### src/source/fib_pkg.sv
// FIB table shared definitions
`default_nettype none

package fib_pkg;

    // Packet field widths
    localparam int unsigned PREFIX_W = 64;
    localparam int unsigned META_W   = 8;
    localparam int unsigned BYTE_W   = 8;

    // Table geometry
    localparam int unsigned HASH_W      = 10;
    localparam int unsigned LEN_W       = 6;
    localparam int unsigned NUM_LENGTHS = 64;

    // Stream framing
    localparam int unsigned PREFIX_BYTES = 8;
    localparam int unsigned RESP_BYTES   = 17;

    typedef logic [PREFIX_W-1:0] prefix_t;
    // Bits 5:0 hold the prefix length
    typedef logic [META_W-1:0]   meta_t;
    typedef logic [BYTE_W-1:0]   byte_t;
    typedef logic [HASH_W-1:0]   hash_t;
    // Length doubles as the table row
    typedef logic [LEN_W-1:0]    len_t;

    // Announcement parser
    typedef enum logic [1:0] {
        ING_IDLE,
        ING_PREFIX,
        ING_HASH,
        ING_WRITE
    } ingest_state_e;

    // Longest-prefix search, one probe is hash, read, decide
    typedef enum logic [2:0] {
        SRCH_IDLE,
        SRCH_HASH,
        SRCH_READ,
        SRCH_DECIDE,
        SRCH_HANDOFF
    } search_state_e;

    // Response serializer sections
    typedef enum logic [1:0] {
        TX_IDLE,
        TX_META,
        TX_TOTAL,
        TX_LONGEST
    } tx_state_e;

endpackage

`default_nettype wire

### src/source/fib_ingest.sv
// Announcement parser
`default_nettype none

module fib_ingest (
    input  wire logic             clk,
    input  wire logic             rst,
    input  wire logic             rx_valid,
    output logic                  rx_ready,
    input  wire fib_pkg::byte_t   rx_byte,
    output fib_pkg::prefix_t      hash_prefix,
    input  wire fib_pkg::hash_t   hash,
    output logic                  wr_en,
    output fib_pkg::len_t         wr_len,
    output fib_pkg::hash_t        wr_hash
);

    fib_pkg::ingest_state_e state;
    fib_pkg::meta_t         meta;
    fib_pkg::prefix_t       prefix;
    // Prefix bytes still to come, minus one
    logic [2:0]             byte_cnt;
    logic                   rx_fire;

    // Stream is open while collecting bytes
    assign rx_ready = (state == fib_pkg::ING_IDLE) || (state == fib_pkg::ING_PREFIX);
    assign rx_fire  = rx_valid && rx_ready;

    // Hash unit sees the prefix register at all times
    assign hash_prefix = prefix;

    // Write strobe for one cycle
    // Hash is already registered by then
    assign wr_en   = (state == fib_pkg::ING_WRITE);
    assign wr_len  = meta[fib_pkg::LEN_W-1:0];
    assign wr_hash = hash;

    always_ff @(posedge clk or posedge rst) begin
        if (rst) begin
            state    <= fib_pkg::ING_IDLE;
            byte_cnt <= '0;
        end else begin
            case (state)
                fib_pkg::ING_IDLE: begin
                    // Metadata byte opens an announcement
                    if (rx_fire) begin
                        byte_cnt <= 3'(fib_pkg::PREFIX_BYTES - 1);
                        state    <= fib_pkg::ING_PREFIX;
                    end
                end
                fib_pkg::ING_PREFIX: begin
                    if (rx_fire) begin
                        byte_cnt <= byte_cnt - 1'b1;
                        // Last prefix byte
                        if (byte_cnt == '0) begin
                            state <= fib_pkg::ING_HASH;
                        end
                    end
                end
                fib_pkg::ING_HASH: begin
                    // Hash unit registers the full prefix here
                    state <= fib_pkg::ING_WRITE;
                end
                fib_pkg::ING_WRITE: begin
                    state <= fib_pkg::ING_IDLE;
                end
                default: begin
                    state <= fib_pkg::ING_IDLE;
                end
            endcase
        end
    end

    // Payload capture
    always_ff @(posedge clk) begin
        if (rx_fire && (state == fib_pkg::ING_IDLE)) begin
            meta <= rx_byte;
        end
        // Bytes arrive MSB first and shift in from the bottom
        if (rx_fire && (state == fib_pkg::ING_PREFIX)) begin
            prefix <= {prefix[fib_pkg::PREFIX_W-fib_pkg::BYTE_W-1:0], rx_byte};
        end
    end

endmodule

`default_nettype wire

### config.mk
export PLATFORM = sky130hd
export DESIGN_NAME = fib_ingest
export DESIGN_NICKNAME = d
export VERILOG_FILES = /design/src/source/fib_pkg.sv /design/src/source/fib_ingest.sv
export SDC_FILE = /design/constraint.sdc
export NUM_CORES = 1
export LEC_CHECK = 0
export BUFFER_PORTS_ARGS = -buffer_cell sky130_fd_sc_hd__buf_2
export CAP_MARGIN = 0
export CORE_MARGIN = 8
export CORE_UTILIZATION = 50
export CTS_CLUSTER_DIAMETER = 50
export DETAILED_ROUTE_END_ITERATION = 12
export PLACE_DENSITY = 0.83
export SYNTH_ARGS = -nofsm -noshare
export SYNTH_HDL_FRONTEND = slang
export SYNTH_SLANG_ARGS = --single-unit
### constraint.sdc
create_clock -name clk -period 5.1 [get_ports clk]
set_clock_uncertainty 0.1 [all_clocks]
set_input_delay 1.02 -clock clk [delete_from_list [all_inputs] [get_ports clk]]
set_output_delay 1.02 -clock clk [all_outputs]
set_load 0.1 [all_outputs]
Yosys cells after proc, flatten, opt, wreduce, memory -nomap -nowiden. Index checks and enable logic that the tools add are counted.

Bits in registers: 75. Bits in read-only memories: 0. Memories kept: 0. Bits in writable memories: 0. Bits in latches: 0.

Bitwise logic cells: 0. Multipliers: 0. Divide/modulo/power cells: 0. Shift-type cells: 0. Mux-type cells: 7. Equal/unequal tests: 6. Reductions and logical operators: 9. Magnitude comparators: 0. Add/subtract/negate cells: 1.

Operators with widths (count): 2-bit case mux with 4 select lines (1); 2-bit 2-to-1 mux (3); 3-bit 2-to-1 mux (2); 3-bit case mux with 2 select lines (1); 3-bit AND reduction (2); 2-bit equality test, second input constant (2); 2-bit inequality test, second input constant (2); 1-bit logical AND (3); 3-bit zero test (1); 3-bit by 1-bit subtractor with 3-bit output, second input constant (1); 2-bit by 1-bit equality test with 1-bit output, second input constant (1); 2-bit zero test (1); 2-bit by 1-bit inequality test with 1-bit output, second input constant (1); 2-bit nonzero test (1); 1-bit logical OR (1).

Depth between registers and ports, before layout.
Word-level depth: 5. Mapped depth: 6. Gate-level depth less buffers: 6.

Worst setup path before layout. Ideal clock, no wire load.

Path kind: input-to-output. Start point: input hash[0]. End point: output wr_hash[0]. Cell stages on the path: 1. Slack: 2.697 ns. Path buffers: 1. Arrival: 1.283 ns. Path through: buf_4.

RTL lines: start: declaration (RTL line fib_ingest.sv:11) `input wire fib_pkg::hash_t hash,`; end: declaration (RTL line fib_ingest.sv:14) `output fib_pkg::hash_t wr_hash`.

No word-level cell between the ends.

Worst setup path after layout.
Start point: register state[0]. End point: output rx_ready.

Longest elaborated chain between the ends: 2. Elaborated cells on any way between the ends: 3. Classes of those cells: eq/ne: 1; reduce/logical: 2.

Ends and longest elaborated chain: start: declaration (RTL line fib_ingest.sv:17) `fib_pkg::ingest_state_e state;`; start signal: assignment (RTL line fib_ingest.sv:39) `state <= fib_pkg::ING_IDLE;`; start signal: assignment (RTL line fib_ingest.sv:47) `state <= fib_pkg::ING_PREFIX;`; start signal: assignment (RTL line fib_ingest.sv:55) `state <= fib_pkg::ING_HASH;`; 2-bit by 1-bit equality test with 1-bit output or 2-bit zero test (tied branches) (RTL line fib_ingest.sv:25) `assign rx_ready = (state == fib_pkg::ING_IDLE) || (state == fib_pkg::ING_PREFIX);`; 1-bit logical OR (*) (RTL line fib_ingest.sv:25); end: declaration (RTL line fib_ingest.sv:8) `output logic rx_ready,`.

Every way passes the cells marked *; elsewhere a longest branch is shown, timed or not.

==> metrics.txt <==
status=complete, no violations; net count after synthesis=136; GRT overflow=0; DRC viols=0; crit path DAT=1670 ps; Die Span X=approximately 87 µm; worst min path class=register to register; Die Y=86.7 µm; synthesized instance count=around 110; std cell rows=25; register-to-register setup slack=2850 ps; initial antenna violation count=0; Worst R2R Start=state[1]; maxcap violations=0; minimum clock period=2790 ps; total global-route track usage=12.5%; layout cells sized above 1=51.0%; H-tree level count=3; # port buffers=82; critical path peak fanout=4; area share of the largest cell type after synthesis=84.1%; hold path depth=0; R2R cell count=4; terminus of the critical flop-to-flop path=hash_prefix[54]; library cells used by synthesis=14; initial core utilization=between 50% and 60%; Critical Path End Type=output port; Max Clock Freq=358 MHz; Final Max Tran Viols=0; crit path kind=register to output port; hold path endpoint=hash_prefix[33]; pin slew with the least headroom to its limit=667 ps; Worst-path clk slew=70 ps; Worst setup SP type=register; Worst EP required=~4000 ps; Final Routed Wirelength=about 4.5 mm; # nets final=220; post-detail-place hpwl=3.29 mm; commonest non-fill, non-tap cells in the layout=buf_2, edfxtp_1, clkbuf_8; fill count=346; PostCTS Resize Cnt=0; post-CTS setup buffers=0; TritonCTS clock tree=built; drt first pass iters=4; Clock Tree Buf Depth=2; RSZ-0062 raised after global routing=false; n_diodes=0; Final GP Congestion=0.692; relative slew slack=a little under three fifths; WL per Instance=16.9 µm; Iter 0 DRT Violations=75; core area=between 4000 and 5000 µm²; Synth Area per Inst=22.9 µm²; largest net degree at the start of global routing=38; # clock sinks=75; Hold Crit Start=hash_prefix[25]; Final Setup Violations=0; cts hold-fix bufs=0; CTS Root Cell=clkbuf_8; synthesis-to-layout area growth=24.2%; Top Ports=103; crit-path max cell delay=390 ps; DIE AREA=between 7000 and 8000 µm²; register bit total from synthesis=75; period utilization=about 55%; sequential share of the synthesized area=89.1%; vias per inst=~4.7; cell taking the most area after synthesis=edfxtp_1; number of global-route vias before repair=1340; CP max-delay cell=dfrtp_1; yosys warns=0; Mapped Area=2500 µm²; cts bufs inserted=9; Routed Antenna Nets=0; via count=around 1300; final-report hold violation count=0; most common cell after layout, fill and taps aside=buf_2; top cells by area, synth=edfxtp_1, dfrtp_1, buf_4; Skew-Pair Late Insertion Delay=330 ps; cells along the critical path=inv_1, ha_1, or2_2, buf_2; setup_tns=0 ps; first-pass GRT wire length=6.78 mm
==> registers in the layout, summed over array words and instances, names as in the netlist <==
signal / count
hash_prefix: 64
meta: 6
byte_cnt: 3
state: 2
==> worst max-delay path by stage <==
stage / from / to / cells after the start
detailed placement: rx_valid / hash_prefix[37] / 3
floorplan: hash[0] / wr_hash[0] / 1
global route: state[0] / rx_ready / 4
global placement: rx_valid / hash_prefix[63] / 3
CTS: state[0] / rx_ready / 4
finish: state[0] / rx_ready / 4
==> cell families after synthesis <==
group                    after synthesis  synth area share [%]
AO/OA/AOI/OAI                          5                  1.85
adder cells (fa/ha/maj)                6                  3.00
buffers and inverters                 17                  4.05
flip-flops                            75                  89.1
multiplexers                           2                  1.00
AND/OR/NAND/NOR                        4                  1.00
==> layout make-up <==
cell class | instances | area, µm² | share of cell area [%]
clock inverter | 3 | 38.8 | 1.25
timing repair buffer | 83 | 418 | 13.5
clock buffer | 13 | 139 | 4.47
tap | 67 | 83.8 | 2.70
sequential | 75 | 2230 | 71.7
multi-input combinational | 17 | 171 | 5.52
inverter | 7 | 26.3 | 0.846
==> metrics by stage <==
step / cell area (µm²) / hold slack (ps) / utilization, % / cells / worst slack, ps
3_3_place_gp: 2930 / 324 / 61.2 / 249 / 2380
5_1_grt: 3100 / 353 / 64.9 / 265 / 2240
2_1_floorplan: 2500 / 403 / - / 109 / 2700
6_report: 3100 / 341 / 64.9 / 265 / 2310
3_5_place_dp: 2930 / 326 / 61.2 / 249 / 2340
4_1_cts: 3100 / 342 / 64.9 / 265 / 2290
==> critical path, delay by kind of cell, from the launching register on <==
kind | cells | cell delay (ps)
adders and majority gates | 1 | 250
buffers and inverters | 2 | 380
DFF | 1 | 390
and+or+nand+nor | 1 | 310
==> cells in the mapped netlist <==
library cell / instances
a21boi_2: 1
ha_1: 6
and2_2: 2
nand2_1: 1
a21oi_2: 1
dfrtp_1: 5
edfxtp_1: 70
buf_4: 10
inv_1: 7
o32a_2: 1
mux2_4: 1
a22oi_1: 2
or2_2: 1
mux2i_1: 1
==> per-layer routing <==
| metal | track usage, % | wire (µm) | vias up |
|---|---|---|---|
| met5 | 0 | 0 | - |
| met2 | 16.7 | 1860 | 88 |
| met3 | 9.83 | 767 | 9 |
| met4 | 8.45 | 117 | 0 |
| li1 | - | - | 569 |
| met1 | 13.2 | 1740 | 586 |
Power is left out: the tool's default activity adds up to more than one toggle a clock period on the data nets, which glitch-free logic cannot reach.
