### config.mk
export PLATFORM = sky130hd
export DESIGN_NAME = fib_tx_serializer
export DESIGN_NICKNAME = d
export VERILOG_FILES = /design/src/source/fib_pkg.sv /design/src/source/fib_tx_serializer.sv
export SDC_FILE = /design/constraint.sdc
export NUM_CORES = 1
export LEC_CHECK = 0
export BUFFER_PORTS_ARGS = -buffer_cell sky130_fd_sc_hd__buf_2
export CORE_ASPECT_RATIO = 0.9
export CORE_MARGIN = 10
export CORE_UTILIZATION = 48
export DETAILED_ROUTE_END_ITERATION = 16
export HOLD_SLACK_MARGIN = 0.02
export PLACE_DENSITY = 0.76
export REMOVE_ABC_BUFFERS = 1
export SYNTH_ARGS = -nofsm -noshare
export SYNTH_HDL_FRONTEND = slang
export SYNTH_SLANG_ARGS = --single-unit
### constraint.sdc
create_clock -name clk -period 2.8 [get_ports clk]
set_input_delay 0.14 -clock clk [delete_from_list [all_inputs] [get_ports clk]]
set_output_delay 0.14 -clock clk [all_outputs]
set_load 0.03 [all_outputs]
### src/source/fib_pkg.sv
// FIB table shared definitions
`default_nettype none

package fib_pkg;

    // Packet field widths
    localparam int unsigned PREFIX_W = 64;
    localparam int unsigned META_W   = 8;
    localparam int unsigned BYTE_W   = 8;

    // Table geometry
    localparam int unsigned HASH_W      = 10;
    localparam int unsigned LEN_W       = 6;
    localparam int unsigned NUM_LENGTHS = 64;

    // Stream framing
    localparam int unsigned PREFIX_BYTES = 8;
    localparam int unsigned RESP_BYTES   = 17;

    typedef logic [PREFIX_W-1:0] prefix_t;
    // Bits 5:0 hold the prefix length
    typedef logic [META_W-1:0]   meta_t;
    typedef logic [BYTE_W-1:0]   byte_t;
    typedef logic [HASH_W-1:0]   hash_t;
    // Length doubles as the table row
    typedef logic [LEN_W-1:0]    len_t;

    // Announcement parser
    typedef enum logic [1:0] {
        ING_IDLE,
        ING_PREFIX,
        ING_HASH,
        ING_WRITE
    } ingest_state_e;

    // Longest-prefix search, one probe is hash, read, decide
    typedef enum logic [2:0] {
        SRCH_IDLE,
        SRCH_HASH,
        SRCH_READ,
        SRCH_DECIDE,
        SRCH_HANDOFF
    } search_state_e;

    // Response serializer sections
    typedef enum logic [1:0] {
        TX_IDLE,
        TX_META,
        TX_TOTAL,
        TX_LONGEST
    } tx_state_e;

endpackage

`default_nettype wire

### src/source/fib_tx_serializer.sv
// Response byte serializer
`default_nettype none

module fib_tx_serializer (
    input  wire logic             clk,
    input  wire logic             rst,
    input  wire logic             job_valid,
    output logic                  job_ready,
    input  wire fib_pkg::meta_t   job_meta,
    input  wire fib_pkg::prefix_t job_total,
    input  wire fib_pkg::prefix_t job_longest,
    output logic                  tx_valid,
    input  wire logic             tx_ready,
    output fib_pkg::byte_t        tx_byte,
    output logic                  tx_last
);

    fib_pkg::tx_state_e state;
    fib_pkg::meta_t     meta;
    fib_pkg::prefix_t   total_sr;
    fib_pkg::prefix_t   longest_sr;
    // Index of the byte on the bus, 0 to 16
    logic [4:0]         byte_cnt;
    logic               job_fire;
    logic               tx_fire;

    // Single job buffer
    assign job_ready = (state == fib_pkg::TX_IDLE);
    assign job_fire  = job_valid && job_ready;

    assign tx_valid = (state != fib_pkg::TX_IDLE);
    assign tx_fire  = tx_valid && tx_ready;
    assign tx_last  = (byte_cnt == 5'(fib_pkg::RESP_BYTES - 1));

    // Byte select, top byte of each shift register
    always_comb begin
        case (state)
            fib_pkg::TX_META:    tx_byte = meta;
            fib_pkg::TX_TOTAL:   tx_byte = total_sr[fib_pkg::PREFIX_W-1 -: fib_pkg::BYTE_W];
            fib_pkg::TX_LONGEST: tx_byte = longest_sr[fib_pkg::PREFIX_W-1 -: fib_pkg::BYTE_W];
            default:             tx_byte = '0;
        endcase
    end

    always_ff @(posedge clk or posedge rst) begin
        if (rst) begin
            state    <= fib_pkg::TX_IDLE;
            byte_cnt <= '0;
        end else begin
            if (job_fire) begin
                byte_cnt <= '0;
            end else if (tx_fire) begin
                byte_cnt <= byte_cnt + 1'b1;
            end
            case (state)
                fib_pkg::TX_IDLE: begin
                    if (job_fire) begin
                        state <= fib_pkg::TX_META;
                    end
                end
                fib_pkg::TX_META: begin
                    if (tx_fire) begin
                        state <= fib_pkg::TX_TOTAL;
                    end
                end
                fib_pkg::TX_TOTAL: begin
                    // Byte 8 closes the total prefix
                    if (tx_fire && (byte_cnt == 5'(fib_pkg::PREFIX_BYTES))) begin
                        state <= fib_pkg::TX_LONGEST;
                    end
                end
                fib_pkg::TX_LONGEST: begin
                    if (tx_fire && tx_last) begin
                        state <= fib_pkg::TX_IDLE;
                    end
                end
                default: begin
                    state <= fib_pkg::TX_IDLE;
                end
            endcase
        end
    end

    // Load on job accept, shift only on accepted bytes
    always_ff @(posedge clk) begin
        if (job_fire) begin
            meta       <= job_meta;
            total_sr   <= job_total;
            longest_sr <= job_longest;
        end else if (tx_fire) begin
            if (state == fib_pkg::TX_TOTAL) begin
                total_sr <= total_sr << fib_pkg::BYTE_W;
            end
            if (state == fib_pkg::TX_LONGEST) begin
                longest_sr <= longest_sr << fib_pkg::BYTE_W;
            end
        end
    end

endmodule

`default_nettype wire

Yosys cells after proc, flatten, opt, wreduce, memory -nomap -nowiden --
Index checks and enable logic that the tools add are counted.
Word-level totals: flip-flop bits (word level) 143, input port bits 140, output and inout bits 11, word-level logic and storage cells 41
Cells by class: add/subtract/negate cells 1, equal/unequal tests 9, multiplexer cells 14, reduce and logical (&&, ||, !) cells 12
Operators by type and width (number):
- two-way mux 64 bit | 6
- one-hot mux 8 bit (3 select lines) | 1
- two-way mux 5 bit | 2
- two-way mux 2 bit | 4
- one-hot mux 2 bit (4 select lines) | 1
- nonzero test 2 bit | 4
- != test 2 bit (second input constant) | 3
- adder 5 x 1 -> 5 bit (second input constant) | 1
- == test 5 x 4 -> 1 bit (second input constant) | 1
- == test 5 bit (second input constant) | 1
- == test 2 bit (second input constant) | 2
- logical AND 1 bit | 4
- AND reduction 2 bit | 2
- AND reduction 4 bit | 1
- == test 2 x 1 -> 1 bit (second input constant) | 1
- zero test 2 bit | 1
- != test 2 x 1 -> 1 bit (second input constant) | 1

Logic depth before layout (Yosys ltp) --
depth in word-level cells 5, depth in mapped cells 8

Worst setup path before layout --
OpenSTA, ideal clock, no wires.
path kind register -> register, from register state[0], to register longest_sr[0] (enable), setup time 0.424 ns, arrival 2.803 ns, setup slack -0.426 ns, cell stages (with the launch flop) 7, clock period less this slack 3.226 ns, cell sequence dfrtp_1 > inv_1 > ha_1 > nand2_2 > buf_2 > buf_2 > nand2_1
On the way: longest elaborated chain between the ends 4, elaborated cells on any way between the ends 8
RTL lines:
- start, declared | line fib_tx_serializer.sv:18 | fib_pkg::tx_state_e state;
- start signal, assigned | line fib_tx_serializer.sv:47 | state <= fib_pkg::TX_IDLE;
- start signal, assigned | line fib_tx_serializer.sv:58 | state <= fib_pkg::TX_META;
- start signal, assigned | line fib_tx_serializer.sv:63 | state <= fib_pkg::TX_TOTAL;
- zero test 2 bit (*) | line fib_tx_serializer.sv:28 | assign job_ready = (state == fib_pkg::TX_IDLE);
- via job_ready | line fib_tx_serializer.sv:8 | output logic job_ready,
- logical AND 1 bit (*) | line fib_tx_serializer.sv:29 | assign job_fire = job_valid && job_ready;
- nonzero test 2 bit (no line)
- AND reduction 2 bit (no line) (*)
- end signal, assigned | line fib_tx_serializer.sv:89 | longest_sr <= job_longest;
- end signal, assigned | line fib_tx_serializer.sv:95 | longest_sr <= longest_sr << fib_pkg::BYTE_W;
- end, declared | line fib_tx_serializer.sv:21 | fib_pkg::prefix_t longest_sr;
Mark *: on every way through the listed nets, which the timed path passes. The rest lies on a longest branch. A chain may end at the register's enable or synchronous reset.

Worst setup path in the final report --
from register state[0], to register longest_sr[57] (enable)
On the way: longest elaborated chain between the ends 4, elaborated cells on any way between the ends 8
RTL lines (line):
- zero test 2 bit or nonzero test 2 bit (tied branches) | fib_tx_serializer.sv:28, fib_tx_serializer.sv:31
- logical AND 1 bit (on tied branches) | fib_tx_serializer.sv:29, fib_tx_serializer.sv:32
- nonzero test 2 bit (no line)
- AND reduction 2 bit (no line) (*)
Every way passes the cells marked *; elsewhere a longest branch is shown, timed or not.

==> impl_metrics.csv <==
group,metric,value,unit
outcome,status,"completed",
run,maxCapViolations,0,
critical_path,rr_worst_depth,6,
synth,yosys.area_share.simple,24.4,%
drt,detail_route.vias_per_cell,4.94,
global_routing,grt_max_degree,63,
drt,drt_iter0_drc,355,
synth,yosys.cell_types.count,31,
final_layout,final_common_cell,"nand2_1",
synth,async_reset_ff_share,4.90,%
synth,synth_xor_xnor_area_share,0.281,%
critical_path,critical_path_class,"flip-flop to flip-flop",
final_layout,area_delta_synth_final,44.9,%
global_routing,grt-ovfl-total,0,
power_and_ir_drop,leakagePower,4.12,nW
floorplanning,start_util,49.1,%
synth,seq_area_frac_synth,68.4,%
timing,period_share,86.6,%
power_and_ir_drop,ir_worst_vdd,0.633,mV
critical_path,cp_data_arrival_time,2510,ps
floorplanning,ios,151,
final_layout,fin_nets,1002,
drt,drt_wl_total,16600,um
synth,synth.area.top_cells,"edfxtp_1 66%, nand2_1 21%, dfrtp_1 2.8%, and3_1 1.6%, ha_1 1.4%",
synth,synth_cells,591,
worst_hold_path,holdCritPathClass,"input port to flip-flop",
worst_hold_path,whs_path_depth,3,
final_layout,layout_common_cells,"342 x nand2_1, 150 x buf_2, 136 x edfxtp_1",
critical_path,start_kind,"flip-flop",
timing,maxSlewHeadroom,58.6,%
global_routing,track_usage,18.6,%
drt,vias,5115,
global_routing,first_global_vias,5323,
timing,setup_violations,0,
placed_design,dp_slack,427,ps
drt,routedWlPerCell,16.0,um
global_routing,antenna_found_initial,1,
clock_network,ctsLongestPathBuffers,2,
timing,tightest_slew,621,ps
floorplanning,die_y,128,um
power_and_ir_drop,powerDensity,999,nW/um^2
placed_design,place_hpwl,10000,um
critical_path,critPathMaxFanout,54,
final_layout,fillCellCount,889,
clock_network,root_buffer,"clkbuf_16",
synth,synth_area_per_cell,10.5,um^2
placed_design,io_buffers,150,
drt,ant_nets,0,
clock_network,cts.repair.resized,0,
synth,synth_compound_area_share,2.15,%
global_routing,grt_pass1_wl,26600,um
timing,finalMaxSlewViolations,0,
synth,yosys_warnings,0,
synth,synth.largest_area_cell,"edfxtp_1",
synth,synth_mux_area_share,0.241,%
timing,setup-tns-final,0,ps
timing,min_period,2420,ps
synth,synth-adder-area-share,1.41,%
timing,fin_worst_skew,12.6,ps
synth,synth_top_family_by_area,"simple AND/OR/NAND/NOR gates",
synth,synth_edf_count,136,
final_layout,fin_util,71.1,%
timing,max_freq,413,MHz
clock_network,numCtsBuffers,17,
synth,yosys_most_used_dff,"edfxtp_1",
critical_path,critPathRequiredTime,2880,ps
clock_network,cts.clk_slew.worst_paths,60,ps
power_and_ir_drop,power,9.01,mW
critical_path,crit_path_end_kind,"flip-flop",
synth,synthDominantCellAreaShare,65.6,%
floorplanning,die-area,17900,um^2
final_layout,drive_above_1_share,22.6,%
clock_network,tritoncts,"yes",
timing,rsz0062_at_grt,"false",
floorplanning,die_w,140,um
clock_network,clk_latency,420,ps
timing,fin_hold_ws,30.8,ps
synth,synth.cell_area,6230,um^2
clock_network,cts_sinks,143,
drt,dr.pass1.iters,5,
floorplanning,rows,39,
clock_network,h-tree-depth,4,
floorplanning,core,12700,um^2
timing,timing.final.ws_setup,376,ps
timing,hold_violations,0,
placed_design,gp_congestion,0.901,
drt,drc,0,
synth,ys_ff_latch,143,
-- final timing paths --
| kind | to | slack, ps | startpoint |
|---|---|---|---|
| setup / recovery | longest_sr[57]$_DFFE_PP_ | 380 | state[0]$_DFFE_PP0P_ |
| hold / removal | longest_sr[50]$_DFFE_PP_ | 30 | job_longest[50] |
| setup reg to reg | longest_sr[57]$_DFFE_PP_ | 380 | state[0]$_DFFE_PP0P_ |
| hold reg to reg | byte_cnt[4]$_DFFE_PP0P_ | 490 | byte_cnt[4]$_DFFE_PP0P_ |
| max in group asynchronous | byte_cnt[0]$_DFFE_PP0P_ | 2340 | rst |
| min in group asynchronous | state[1]$_DFFE_PP0P_ | 230 | rst |
-- report_power, final --
| group | switching [mW] | internal, mW |
|---|---|---|
| clock network | 0.833 | 1.74 |
| logic | 1.72 | 0.952 |
| registers | 0.244 | 3.52 |
-- logic make-up (layout without fill, tap and decap cells) --
logic type                 after synthesis  count (layout)
AOI/OAI and AO/OA                       14              14
xor gates and xnor gates                 2               2
adders and majority gates                7               7
buffers and inverters                   40             317
DFF                                    143             143
muxes                                    1               1
other                                    0               3
and+or+nand+nor                        384             384
-- repair_timing --
item                                   in CTS  in global routing
setup buffers                               0                  0
endpoints found under the hold margin     124                  0
setup endpoints to repair                   0                  0
hold buffers                              118                  0
-- through the flow --
step,std cells,instance area (um^2)
3_5_place_dp,882,7160
5_1_grt,1033,9020
4_1_cts,1032,9010
6_report,1035,9020
3_3_place_gp,882,7160
2_1_floorplan,558,6060
-- state kept, by name, summed over array words and instances (netlist names) --
register	cells
byte_cnt	5
longest_sr	64
meta	8
state	2
total_sr	64
-- cell usage after synthesis, types with 2 or more instances --
library cell	count
clkbuf_1	6
nor2b_1	2
xor2_1	2
buf_4	4
a222oi_1	8
dfrtp_1	7
a22oi_2	2
nand2_1	344
nand4_1	2
nor2_1	12
buf_2	17
and3_1	16
edfxtp_1	136
buf_1	5
ha_1	7
inv_1	6
-- area by class of cell --
class | instances | area [um^2] | area share, %
multi-input combinational | 408 | 1790 | 19.9
sequential | 143 | 4260 | 47.2
antenna | 3 | 7.51 | 0.0832
timing repair buffer | 278 | 2060 | 22.8
tap | 164 | 205 | 2.27
clock buffer | 17 | 425 | 4.72
clock inverter | 15 | 246 | 2.73
inverter | 7 | 28.8 | 0.319
-- per-layer routing --
metal  wire [um]  GRT usage (%)  vias to the layer above
met5           0              0                        -
li1            -              -                     2492
met4         301           6.98                        0
met1        6770           21.6                     2409
met3        1220           7.11                       26
met2        8290           30.8                      188
-- worst max-delay path: stages (launching register included) --
cell and delay, ps:
dfrtp_1 400, inv_1 100, ha_1 310, nor2b_1 520
nand2_1 210, nand2_4 210, buf_12 300
Power figures use the tool's default switching activity.
