`config.mk`:
```
export PLATFORM = sky130hd
export DESIGN_NAME = fib_hash
export DESIGN_NICKNAME = d
export VERILOG_FILES = /design/src/source/fib_pkg.sv /design/src/source/fib_hash.sv
export SDC_FILE = /design/constraint.sdc
export NUM_CORES = 1
export LEC_CHECK = 0
export ABC_CLOCK_PERIOD_IN_PS = 800
export BUFFER_PORTS_ARGS = -buffer_cell sky130_fd_sc_hd__buf_2
export CAP_MARGIN = 20
export CORE_MARGIN = 1.5
export CORE_UTILIZATION = 32
export CTS_CLUSTER_SIZE = 8
export DETAILED_ROUTE_END_ITERATION = 8
export GPL_ROUTABILITY_DRIVEN = 1
export PLACE_DENSITY = 0.84
export SYNTH_ARGS = -nofsm -noshare
export SYNTH_HDL_FRONTEND = slang
export SYNTH_SLANG_ARGS = --single-unit
```
`constraint.sdc`:
```
create_clock -name clk -period 0.8 [get_ports clk]
set_input_delay 0.2 -clock clk [delete_from_list [all_inputs] [get_ports clk]]
set_output_delay 0.2 -clock clk [all_outputs]
set_load 0.005 [all_outputs]
```
`src/source/fib_pkg.sv`:
```
// FIB table shared definitions
`default_nettype none

package fib_pkg;

    // Packet field widths
    localparam int unsigned PREFIX_W = 64;
    localparam int unsigned META_W   = 8;
    localparam int unsigned BYTE_W   = 8;

    // Table geometry
    localparam int unsigned HASH_W      = 10;
    localparam int unsigned LEN_W       = 6;
    localparam int unsigned NUM_LENGTHS = 64;

    // Stream framing
    localparam int unsigned PREFIX_BYTES = 8;
    localparam int unsigned RESP_BYTES   = 17;

    typedef logic [PREFIX_W-1:0] prefix_t;
    // Bits 5:0 hold the prefix length
    typedef logic [META_W-1:0]   meta_t;
    typedef logic [BYTE_W-1:0]   byte_t;
    typedef logic [HASH_W-1:0]   hash_t;
    // Length doubles as the table row
    typedef logic [LEN_W-1:0]    len_t;

    // Announcement parser
    typedef enum logic [1:0] {
        ING_IDLE,
        ING_PREFIX,
        ING_HASH,
        ING_WRITE
    } ingest_state_e;

    // Longest-prefix search, one probe is hash, read, decide
    typedef enum logic [2:0] {
        SRCH_IDLE,
        SRCH_HASH,
        SRCH_READ,
        SRCH_DECIDE,
        SRCH_HANDOFF
    } search_state_e;

    // Response serializer sections
    typedef enum logic [1:0] {
        TX_IDLE,
        TX_META,
        TX_TOTAL,
        TX_LONGEST
    } tx_state_e;

endpackage

`default_nettype wire

```
`src/source/fib_hash.sv`:
```
// Prefix fold hash
`default_nettype none

module fib_hash (
    input  wire logic            clk,
    input  wire logic            rst,
    input  wire fib_pkg::prefix_t prefix,
    output fib_pkg::hash_t       hash
);

    fib_pkg::hash_t fold;

    // XOR of six full 10-bit chunks from the LSB
    // Top 4 bits zero-extended into a seventh chunk
    always_comb begin
        fold = '0;
        for (int i = 0; i < 6; i++) begin
            fold = fold ^ prefix[i*fib_pkg::HASH_W +: fib_pkg::HASH_W];
        end
        fold = fold ^ {6'b0, prefix[fib_pkg::PREFIX_W-1 -: 4]};
    end

    // Hash is available on the next edge
    always_ff @(posedge clk or posedge rst) begin
        if (rst) begin
            hash <= '0;
        end else begin
            hash <= fold;
        end
    end

endmodule

`default_nettype wire

```
=== After elaboration in Yosys (flattened, before gate mapping) ===
Index checks and enable logic that the tools add are counted.
Widths: inputs -> output; s select.

* Register bits: 10
* Input bits: 66
* Output and inout bits: 10
* Logic and storage cells: 7

* Bitwise gates (word level): 6

{| class="wikitable"
|+ Operators with widths
! operator !! count
|-
| $xor 10x10->10 || 5
|-
| $xor 10x4->10 || 1
|}

=== Longest topological paths before layout ===
Gate-level depths: netlist of the first run.

* Word-level depth: 6
* Depth in mapped cells: 2
* Depth with buffers taken out: 2

=== Worst setup path after synthesis of the first run ===
No wires, ideal clock.

* Path type: input -> register
* Start: input port prefix[10]
* End: register hash[0]
* Setup time: 0.134 ns
* Arrival time: 0.736 ns
* Required time: 0.666 ns
* Slack: -0.070 ns
* Cell stages on the path: 2
* Path buffers: 0
* Cells stage by stage: xnor3_1 > xnor3_1

* Cells in the longest elaborated chain, start to end: 6

{| class="wikitable"
|+ Ends and longest elaborated chain
! element !! RTL line !! RTL
|-
| start: declaration || fib_hash.sv:7 || <nowiki>input wire fib_pkg::prefix_t prefix,</nowiki>
|-
| $xor 10x10->10 (5 in a row) || fib_hash.sv:18 || <nowiki>fold = fold ^ prefix[i*fib_pkg::HASH_W +: fib_pkg::HASH_W];</nowiki>
|-
| $xor 10x4->10 || fib_hash.sv:20 || <nowiki>fold = fold ^ {6'b0, prefix[fib_pkg::PREFIX_W-1 -: 4]};</nowiki>
|-
| net fold[0] || fib_hash.sv:11 || <nowiki>fib_pkg::hash_t fold;</nowiki>
|-
| end signal: assignment || fib_hash.sv:28 || <nowiki>hash <= fold;</nowiki>
|-
| end: declaration || fib_hash.sv:8 || <nowiki>output fib_pkg::hash_t hash</nowiki>
|}

The timed path passes the listed nets, and every way through them passes these cells.

=== Final worst setup path of the first run ===
* Start: register hash[8]
* End: output port hash[8]

No word-level cell between the ends.

==> qor.csv, run 1 <==
stage;metric;value;unit
grt;grt_util_all_layers;13.0;%
route;firstDrtPassIters;4;
sta;fin_crit_sh;119;%
clocking;cts_max_path_buffers;2;
outcome;outcome;finished with violations;
route;first_iter_violations;2;
sta;finalWorstSetupSlack;-0.152;ns
clocking;htree_levels;1;
place;place.gp.congestion;0.637;
power_and_ir_drop;finalPower;1.93;mW
critical_path;crit_family;flip-flops;
grt;grt_first_pass_wirelength;2.56;mm
critical_path;cp_cell_sequence;buf_2;
logic_synthesis;yosys.cell_types.count;4;
power_and_ir_drop;power.density;1490;nW/um2
layout;diodes;0;
power_and_ir_drop;vdd_drop_max;1.00;mV
clocking;cts_buffers;3;
sta;rsz0062_at_grt;true;
critical_path;end_kind;primary output;
clocking;cts.repair.resized;0;
critical_path;worstSetupStartpointType;flop;
power_and_ir_drop;seq_power_share;36.5;%
place;dp_slack;-0.233;ns
outcome;violations;setup timing;
logic_synthesis;yosys_warnings;0;
clocking;cts_setup_buffers;0;
critical_path;crit_required;0.60;ns
layout;final_common_cell;buf_2;
run;cap_violations;0;
place;port_buffers;75;
power_and_ir_drop;power_switching;0.476;mW
critical_path;crit_fanout;1;
worst_hold_path;hold_class;in2reg;
route;wire_per_inst;10.5;um
critical_path;cpMaxStageDelayCell;dfrtp_1;
floorplan;die_area;2800;um2
route;num_vias;668;
route;routed_wl;1.68;mm
sta;hold_viol_final;0;
sta;fmax;1050;MHz
critical_path;cp_num_buf_inv;1;
clocking;cts_sinks;10;
power_and_ir_drop;p_sw_share;24.6;%
critical_path;path_depth;1;
logic_synthesis;ys_ff_latch;10;
floorplan;die_h;52.9;um
clocking;root_buffer;clkbuf_4;
sta;fin_crit;0.952;ns
critical_path;cpPeakStageDelay;0.37;ns
sta;slew_headroom;86.1;%
route;avgViaCountPerCell;4.18;
route;drc;0;
critical_path;crit_type;reg2out;
floorplan;num_rows;17;
layout;final_nets;200;
floorplan;dieWidth;52.9;um
route;postRouteAntennaNets;0;
power_and_ir_drop;p_leak;0.751;nW
layout;final_cell_mix;75 x buf_2, 20 x xnor2_1, 14 x xnor3_1;
critical_path;cp.arrival;0.75;ns
layout;final_layout_size_suffix_gt1_share;65.2;%
power_and_ir_drop;combPwrFrac;46.3;%
grt;grt-ovfl-total;0;
worst_hold_path;hold_start;prefix[16];
power_and_ir_drop;p_int;1.45;mW
sta;setup_viol_count_final;10;
logic_synthesis;syn_area;797;um2
floorplan;core_area;2280;um2
logic_synthesis;syn_avg_cell_area;15.6;um2
layout;final_util;57.1;%
power_and_ir_drop;clockPowerShare;17.2;%
grt;grt_start_max_net_pins;6;
layout;top_regs;hash (10);
logic_synthesis;seq_area_frac_synth;31.4;%
layout;area_growth_syn_to_layout;63.1;%
layout;largest_reg_flops;10;
logic_synthesis;syn-num-nets;117;
sta;worstMarginPinSlew;0.208;ns
critical_path;crit_start;hash[8];
sta;slew_violations;0;
worst_hold_path;hold_depth;3;
grt;grt_pass1_vias;678;
logic_synthesis;syn-instance-count;51;
clocking;cts_tree;yes;
layout;regMostFlops;hash;
floorplan;start_util;35.0;%
floorplan;io_pins;76;
clocking;clkTransAtPathRegs;0.06;ns
grt;antenna_found_initial;0;
-- cell usage after synthesis (all sizes together) --
| cell | instances | area [um2] |
|---|---|---|
| dfrtp | 10 | 250 |
| inv | 1 | 3.75 |
| xnor2 | 26 | 228 |
| xnor3 | 14 | 315 |
-- through the flow --
| step | instances | hold WS [ns] | setup TNS [ns] | cell area, um2 |
|---|---|---|---|---|
| finish | 160 | 0.297 | -1.35 | 1300 |
| global route | 160 | 0.301 | -1.80 | 1300 |
| CTS | 160 | 0.292 | -1.55 | 1300 |
| detailed placement | 156 | 0.104 | -2.04 | 1270 |
| global placement | 156 | 0.112 | -1.70 | 1270 |
| floorplan | 51 | 0.0402 | -0.436 | 842 |
-- power by group through the flow --
stage | Clock, mW | Sequential, mW | Combinational (mW)
final | 0.332 | 0.705 | 0.893
after global routing | 0.391 | 0.726 | 0.975
after CTS | 0.365 | 0.709 | 0.914
after detailed placement | 0 | 0.719 | 0.908
after global placement | 0 | 0.708 | 0.873
after floorplan | 0 | 0.745 | 0.472
-- timing repair --
action / CTS / global route
hold endpoints to repair: 3 / 0
hold buffers: 1 / 0
setup endpoints to repair: 10 / 10
pin swaps: 0 / 0
-- path summary, 6_finish.rpt --
kind	slack [ns]	endpoint
setup / recovery	-0.15	hash[8]
hold / removal	0.30	hash[6]
max in group asynchronous	0.10	hash[0]
min in group asynchronous	0.39	hash[1]
-- kinds of logic (layout without fill, tap and decap cells) --
kind of cell  count (synthesis)  after routing  synth area share [%]
buf+inv                       1             82                 0.471
xor+xnor                     40             40                  68.1
flops                        10             10                  31.4
-- cell type report --
class	instances	area [um2]
Sequential cell	10	250
Clock buffer	3	22.5
Inverter	1	3.75
Tap cell	28	35.0
Timing Repair Buffer	78	400
Fill cell	208	976
Multi-Input combinational cell	40	588
-- metal layers --
metal  vias to the layer above  GRT usage (%)  routed length (um)
met1                       291           9.22                 449
met5                         -              0                   0
met3                         2           4.80                 204
met4                         0           4.27                  12
li1                        330              -                   -
met2                        45           29.0                1010
-- worst min-delay path: cells and delay by family --
kind / cells / cell delay [ns]
xor gates and xnor gates: 2 / 0.23
buffers and inverters: 1 / 0.08
(Power assumes the default switching activity.)
==> inputs of run 2 (changes only) <==
--- a/config.mk
+++ b/config.mk
@@ -8,7 +8,7 @@
 export ABC_CLOCK_PERIOD_IN_PS = 800
 export BUFFER_PORTS_ARGS = -buffer_cell sky130_fd_sc_hd__buf_2
 export CAP_MARGIN = 20
-export CORE_MARGIN = 1.5
+export CORE_MARGIN = 2
 export CORE_UTILIZATION = 32
 export CTS_CLUSTER_SIZE = 8
 export DETAILED_ROUTE_END_ITERATION = 8
==> qor.csv, run 2 (synthesized netlist as in run 1, its figures left out) <==
stage;metric;value;unit;change
layout;area_growth_syn_to_layout;62.5;%;
sta;slew_violations;0;;unchanged
floorplan;core_area;2410;um2;+5.9%
layout;diodes;0;;unchanged
critical_path;crit_family;flip-flops;;
outcome;outcome;finished with violations;;
floorplan;dieWidth;53.9;um;+1.9%
sta;finalWorstSetupSlack;-0.146;ns;+0.00615 ns
sta;worstMarginPinSlew;0.201;ns;-0.00682 ns
clocking;cts_sinks;10;;unchanged
floorplan;die_area;2910;um2;+3.8%
floorplan;num_rows;18;;+1
critical_path;worstSetupStartpointType;flop;;
power_and_ir_drop;p_leak;0.746;nW;-0.64%
clocking;cts_setup_buffers;0;;unchanged
grt;grt_start_max_net_pins;11;;+5
layout;top_regs;hash (10);;
sta;fmax;1060;MHz;+0.65%
layout;final_layout_size_suffix_gt1_share;64.9;%;-0.27 points
critical_path;end_kind;primary output;;
sta;fin_crit;0.946;ns;-0.00615 ns
grt;grt-ovfl-total;0;;unchanged
layout;largest_reg_flops;10;;unchanged
route;avgViaCountPerCell;4.06;;-2.9%
layout;final_nets;199;;-0.50%
sta;fin_crit_sh;118;%;-0.77 points
place;post_dp_cell_area;1260;um2;-0.40%
clocking;cts_max_path_buffers;2;;unchanged
layout;final_area;1290;um2;-0.39%
floorplan;io_pins;76;;unchanged
sta;hold_viol_final;0;;unchanged
critical_path;crit_fanout;1;;unchanged
power_and_ir_drop;vdd_drop_max;0.894;mV;-11%
critical_path;crit_start;hash[9];;
clocking;clkTransAtPathRegs;0.07;ns;about the same
sta;slew_headroom;86.5;%;+0.46 points
route;firstDrtPassIters;1;;-3
worst_hold_path;hold_start;prefix[8];;
clocking;root_buffer;clkbuf_4;;
power_and_ir_drop;power.density;1490;nW/um2;+0.15%
run;cap_violations;0;;unchanged
clocking;cts.repair.resized;0;;unchanged
critical_path;cp_cell_sequence;buf_2;;
floorplan;die_h;53.9;um;+1.9%
sta;rsz0062_at_grt;true;;
layout;fill_cells;217;;+4.3%
route;wire_per_inst;10.2;um;-2.7%
grt;grt_pass1_vias;724;;+6.8%
grt;grt_first_pass_wirelength;2.55;mm;-0.23%
layout;final_common_cell;buf_2;;
critical_path;cp_num_buf_inv;1;;unchanged
sta;setup_viol_count_final;10;;unchanged
clocking;cts_tree;yes;;
layout;regMostFlops;hash;;
route;drc;0;;unchanged
route;routed_wl;1.64;mm;-2.1%
route;first_iter_violations;0;;-2
worst_hold_path;hold_class;in2reg;;
critical_path;cp.arrival;0.75;ns;about the same
floorplan;start_util;33.1;%;-1.9 points
critical_path;crit_required;0.60;ns;about the same
critical_path;cpPeakStageDelay;0.36;ns;about the same
route;postRouteAntennaNets;0;;unchanged
place;port_buffers;75;;unchanged
clocking;cts_buffers;3;;unchanged
outcome;violations;setup timing;;
critical_path;crit_type;reg2out;;
sta;fin_hold_ws;0.296;ns;-0.000926 ns
grt;antenna_found_initial;0;;unchanged
route;num_vias;653;;-2.2%
clocking;htree_levels;1;;unchanged
power_and_ir_drop;finalPower;1.93;mW;-0.24%
grt;grt_util_all_layers;12.6;%;-0.45 points
place;place.gp.congestion;0.698;;+9.5%
sta;fin_tns_setup;-1.34;ns;+0.0107 ns
layout;final_cell_mix;75 x buf_2, 20 x xnor2_1, 14 x xnor3_1;;
critical_path;cpMaxStageDelayCell;dfrtp_1;;
place;dp_hpwl;1.49;mm;
## run 2: cell types whose count changed in the layout (fill, tap and decap cells not counted), sizes merged
cell | previous run | this run
buf | 77 | 76
## run 2: per-stage QoR
stage	setup slack, ns	util [%]	instances
finish	-0.146	53.7	161
global route	-0.198	53.7	161
CTS	-0.172	53.7	161
detailed placement	-0.227	52.4	157
global placement	-0.178	52.4	157
floorplan	-0.0698	-	51
## run 2: per-layer routing
metal	vias up	track usage, %	share of wire, %
met3	2	3.89	12
met2	45	24.6	59
met5	-	0	0
li1	327	-	-
met1	279	11.3	28
met4	0	6.41	0.67
## run 2: final timing paths
path,to,slack [ns],depth (start not counted)
max,hash[9],-0.15,1
min,hash[8],0.30,3
max in group asynchronous,hash[5],0.19,4
min in group asynchronous,hash[4],0.47,4
## run 2: what timing repair did
| action | CTS | global route |
|---|---|---|
| hold endpoints to repair | 10 | 0 |
| endpoints found under the setup margin | 10 | 10 |
| gates cloned | 0 | 0 |
| hold buffers | 1 | 0 |
## run 2: final cells by class
type | count | area (um2) | share of cell area, %
well taps | 30 | 37.5 | 2.90
inverters | 1 | 3.75 | 0.290
clock buffers | 3 | 22.5 | 1.74
repair buffers | 77 | 393 | 30.3
multi-input cells | 40 | 588 | 45.4
flip-flops and latches | 10 | 250 | 19.3
## run 2: where the power goes
| part | internal [mW] | switching [mW] |
|---|---|---|
| Clock | 0.173 | 0.168 |
| Combinational | 0.611 | 0.274 |
| Sequential | 0.666 | 0.0335 |
| Total | 1.45 | 0.475 |
==> inputs of run 3 (changes only) <==
==> constraint.sdc (replaced) <==
create_clock -name clk -period 0.8 [get_ports clk]
set_input_delay 0.2 -clock clk [delete_from_list [all_inputs] [get_ports clk]]
set_output_delay 0.2 -clock clk [all_outputs]
set_load 0.05 [all_outputs]
==> qor.csv, run 3 (synthesized netlist as in run 1, its figures left out) <==
stage;metric;value;unit;change
route;num_vias;658;;+0.77%
layout;final_area;1360;um2;+4.8%
route;postRouteAntennaNets;0;;unchanged
clocking;cts_max_path_buffers;2;;unchanged
sta;hold_viol_final;0;;unchanged
clocking;clkTransAtPathRegs;0.06;ns;about the same
sta;fmax;1010;MHz;-4.6%
critical_path;end_kind;primary output;;
sta;setup_viol_count_final;10;;unchanged
route;wire_per_inst;10.3;um;+0.73%
layout;diodes;0;;unchanged
route;avgViaCountPerCell;4.09;;+0.77%
grt;grt_start_max_net_pins;11;;unchanged
critical_path;crit_required;0.60;ns;about the same
critical_path;crit_family;flip-flops;;
floorplan;num_rows;18;;unchanged
worst_hold_path;hold_depth;3;;unchanged
outcome;violations;setup timing;;
power_and_ir_drop;power.density;2030;nW/um2;+37%
route;first_iter_violations;0;;unchanged
layout;multi_input_area;588;um2;unchanged
layout;fill_cells;203;;-6.5%
grt;grt_pass1_vias;731;;+0.97%
layout;final_cell_mix;65 x buf_2, 20 x xnor2_1, 14 x xnor3_1;;
sta;slew_headroom;86.5;%;about the same
floorplan;start_util;33.1;%;unchanged
place;place.gp.congestion;0.698;;unchanged
floorplan;io_pins;76;;unchanged
clocking;cts_buffers;3;;unchanged
critical_path;cpPeakStageDelay;0.38;ns;+0.02 ns
critical_path;crit_type;reg2out;;
clocking;cts_tree;yes;;
run;cap_violations;0;;unchanged
critical_path;cp_num_buf_inv;1;;unchanged
critical_path;crit_fanout;1;;unchanged
floorplan;dieWidth;53.9;um;unchanged
route;routed_wl;1.66;mm;+0.73%
layout;final-seq-area;250;um2;unchanged
place;dp.cells;157;;unchanged
clocking;cts_setup_buffers;0;;unchanged
floorplan;die_h;53.9;um;unchanged
power_and_ir_drop;finalPower;2.76;mW;+43%
worst_hold_path;hold_class;in2reg;;
floorplan;core_area;2410;um2;unchanged
critical_path;cp.arrival;0.79;ns;+0.04 ns
grt;grt_first_pass_wirelength;2.57;mm;+0.51%
route;firstDrtPassIters;1;;unchanged
sta;finalWorstSetupSlack;-0.192;ns;-0.0457 ns
sta;rsz0062_at_grt;true;;
critical_path;cpMaxStageDelayCell;dfrtp_1;;
power_and_ir_drop;vdd_drop_max;1.29;mV;+45%
sta;fin_crit_sh;124;%;+5.7 points
sta;fin_tns_setup;-1.82;ns;-0.486 ns
worst_hold_path;min_to;hash[8];;
layout;final_common_cell;buf_2;;
layout;final_layout_size_suffix_gt1_share;64.9;%;unchanged
layout;largest_reg_flops;10;;unchanged
layout;final_nets;199;;unchanged
critical_path;worstSetupStartpointType;flop;;
critical_path;crit_start;hash[1];;
sta;slew_violations;0;;unchanged
sta;worstMarginPinSlew;0.201;ns;+0.000216 ns
place;dp_hpwl;1.49;mm;unchanged
clocking;root_buffer;clkbuf_4;;
critical_path;cp_cell_sequence;buf_6;;
clocking;cts_sinks;10;;unchanged
grt;antenna_found_initial;0;;unchanged
clocking;htree_levels;1;;unchanged
sta;fin_crit;0.992;ns;+0.0457 ns
layout;final_util;56.3;%;+2.6 points
route;drc;0;;unchanged
place;post_dp_cell_area;1260;um2;unchanged
layout;regMostFlops;hash;;
grt;grt-ovfl-total;0;;unchanged
floorplan;die_area;2910;um2;unchanged
layout;top_regs;hash (10);;
place;port_buffers;75;;unchanged
outcome;outcome;finished with violations;;
grt;grt_util_all_layers;12.7;%;+0.059 points
layout;area_growth_syn_to_layout;70.3;%;
layout;instances_no_fill;161;;unchanged
power_and_ir_drop;p_leak;0.767;nW;+2.8%
worst_hold_path;hold_start;prefix[8];;
==> run 3: cell counts in the layout (fill, tap and decap cells not counted) <==
No cell type changed its count.
==> run 3: how the worst max path moves through the flow <==
| stage | end | slack [ns] | cells after the start |
|---|---|---|---|
| 5_1_grt | hash[9] | -0.24 | 1 |
| 4_1_cts | hash[9] | -0.21 | 1 |
| 3_5_place_dp | hash[3] | -0.23 | 3 |
| 3_3_place_gp | hash[9] | -0.18 | 3 |
| 2_1_floorplan | hash[0] | -0.07 | 2 |
| 6_report | hash[1] | -0.19 | 1 |
==> run 3: layout make-up <==
type,count,share of cell area [%]
Multi-Input combinational cell,40,43.3
Sequential cell,10,18.4
Inverter,1,0.276
Tap cell,30,2.76
Clock buffer,3,1.66
Timing Repair Buffer,77,33.5
==> run 3: where the power goes <==
group          switching [mW]  leakage, nW  total [mW]  internal [mW]
combinational           0.855        0.637        1.68          0.820
clock                   0.168       0.0138       0.341          0.173
sequential             0.0736        0.117       0.743          0.670
total                    1.10        0.767        2.76           1.66
==> run 3: timing repair <==
action,4_1_cts,5_1_grt
hold buffers,1,0
setup endpoints to repair,10,10
resized for setup,20,0
endpoints found under the hold margin,10,0
==> run 3: layer usage <==
layer	GRT usage [%]	routed length (um)	vias up
met3	3.89	187	2
met1	11.3	461	284
met2	24.8	996	45
li1	-	-	327
met5	0	0	-
met4	6.41	11	0
==> run 3: through the flow <==
| step | setup slack (ns) | hold WS, ns |
|---|---|---|
| finish | -0.192 | 0.296 |
| global route | -0.238 | 0.297 |
| CTS | -0.214 | 0.286 |
| detailed placement | -0.227 | 0.200 |
| global placement | -0.178 | 0.187 |
| floorplan | -0.0698 | 0.0402 |
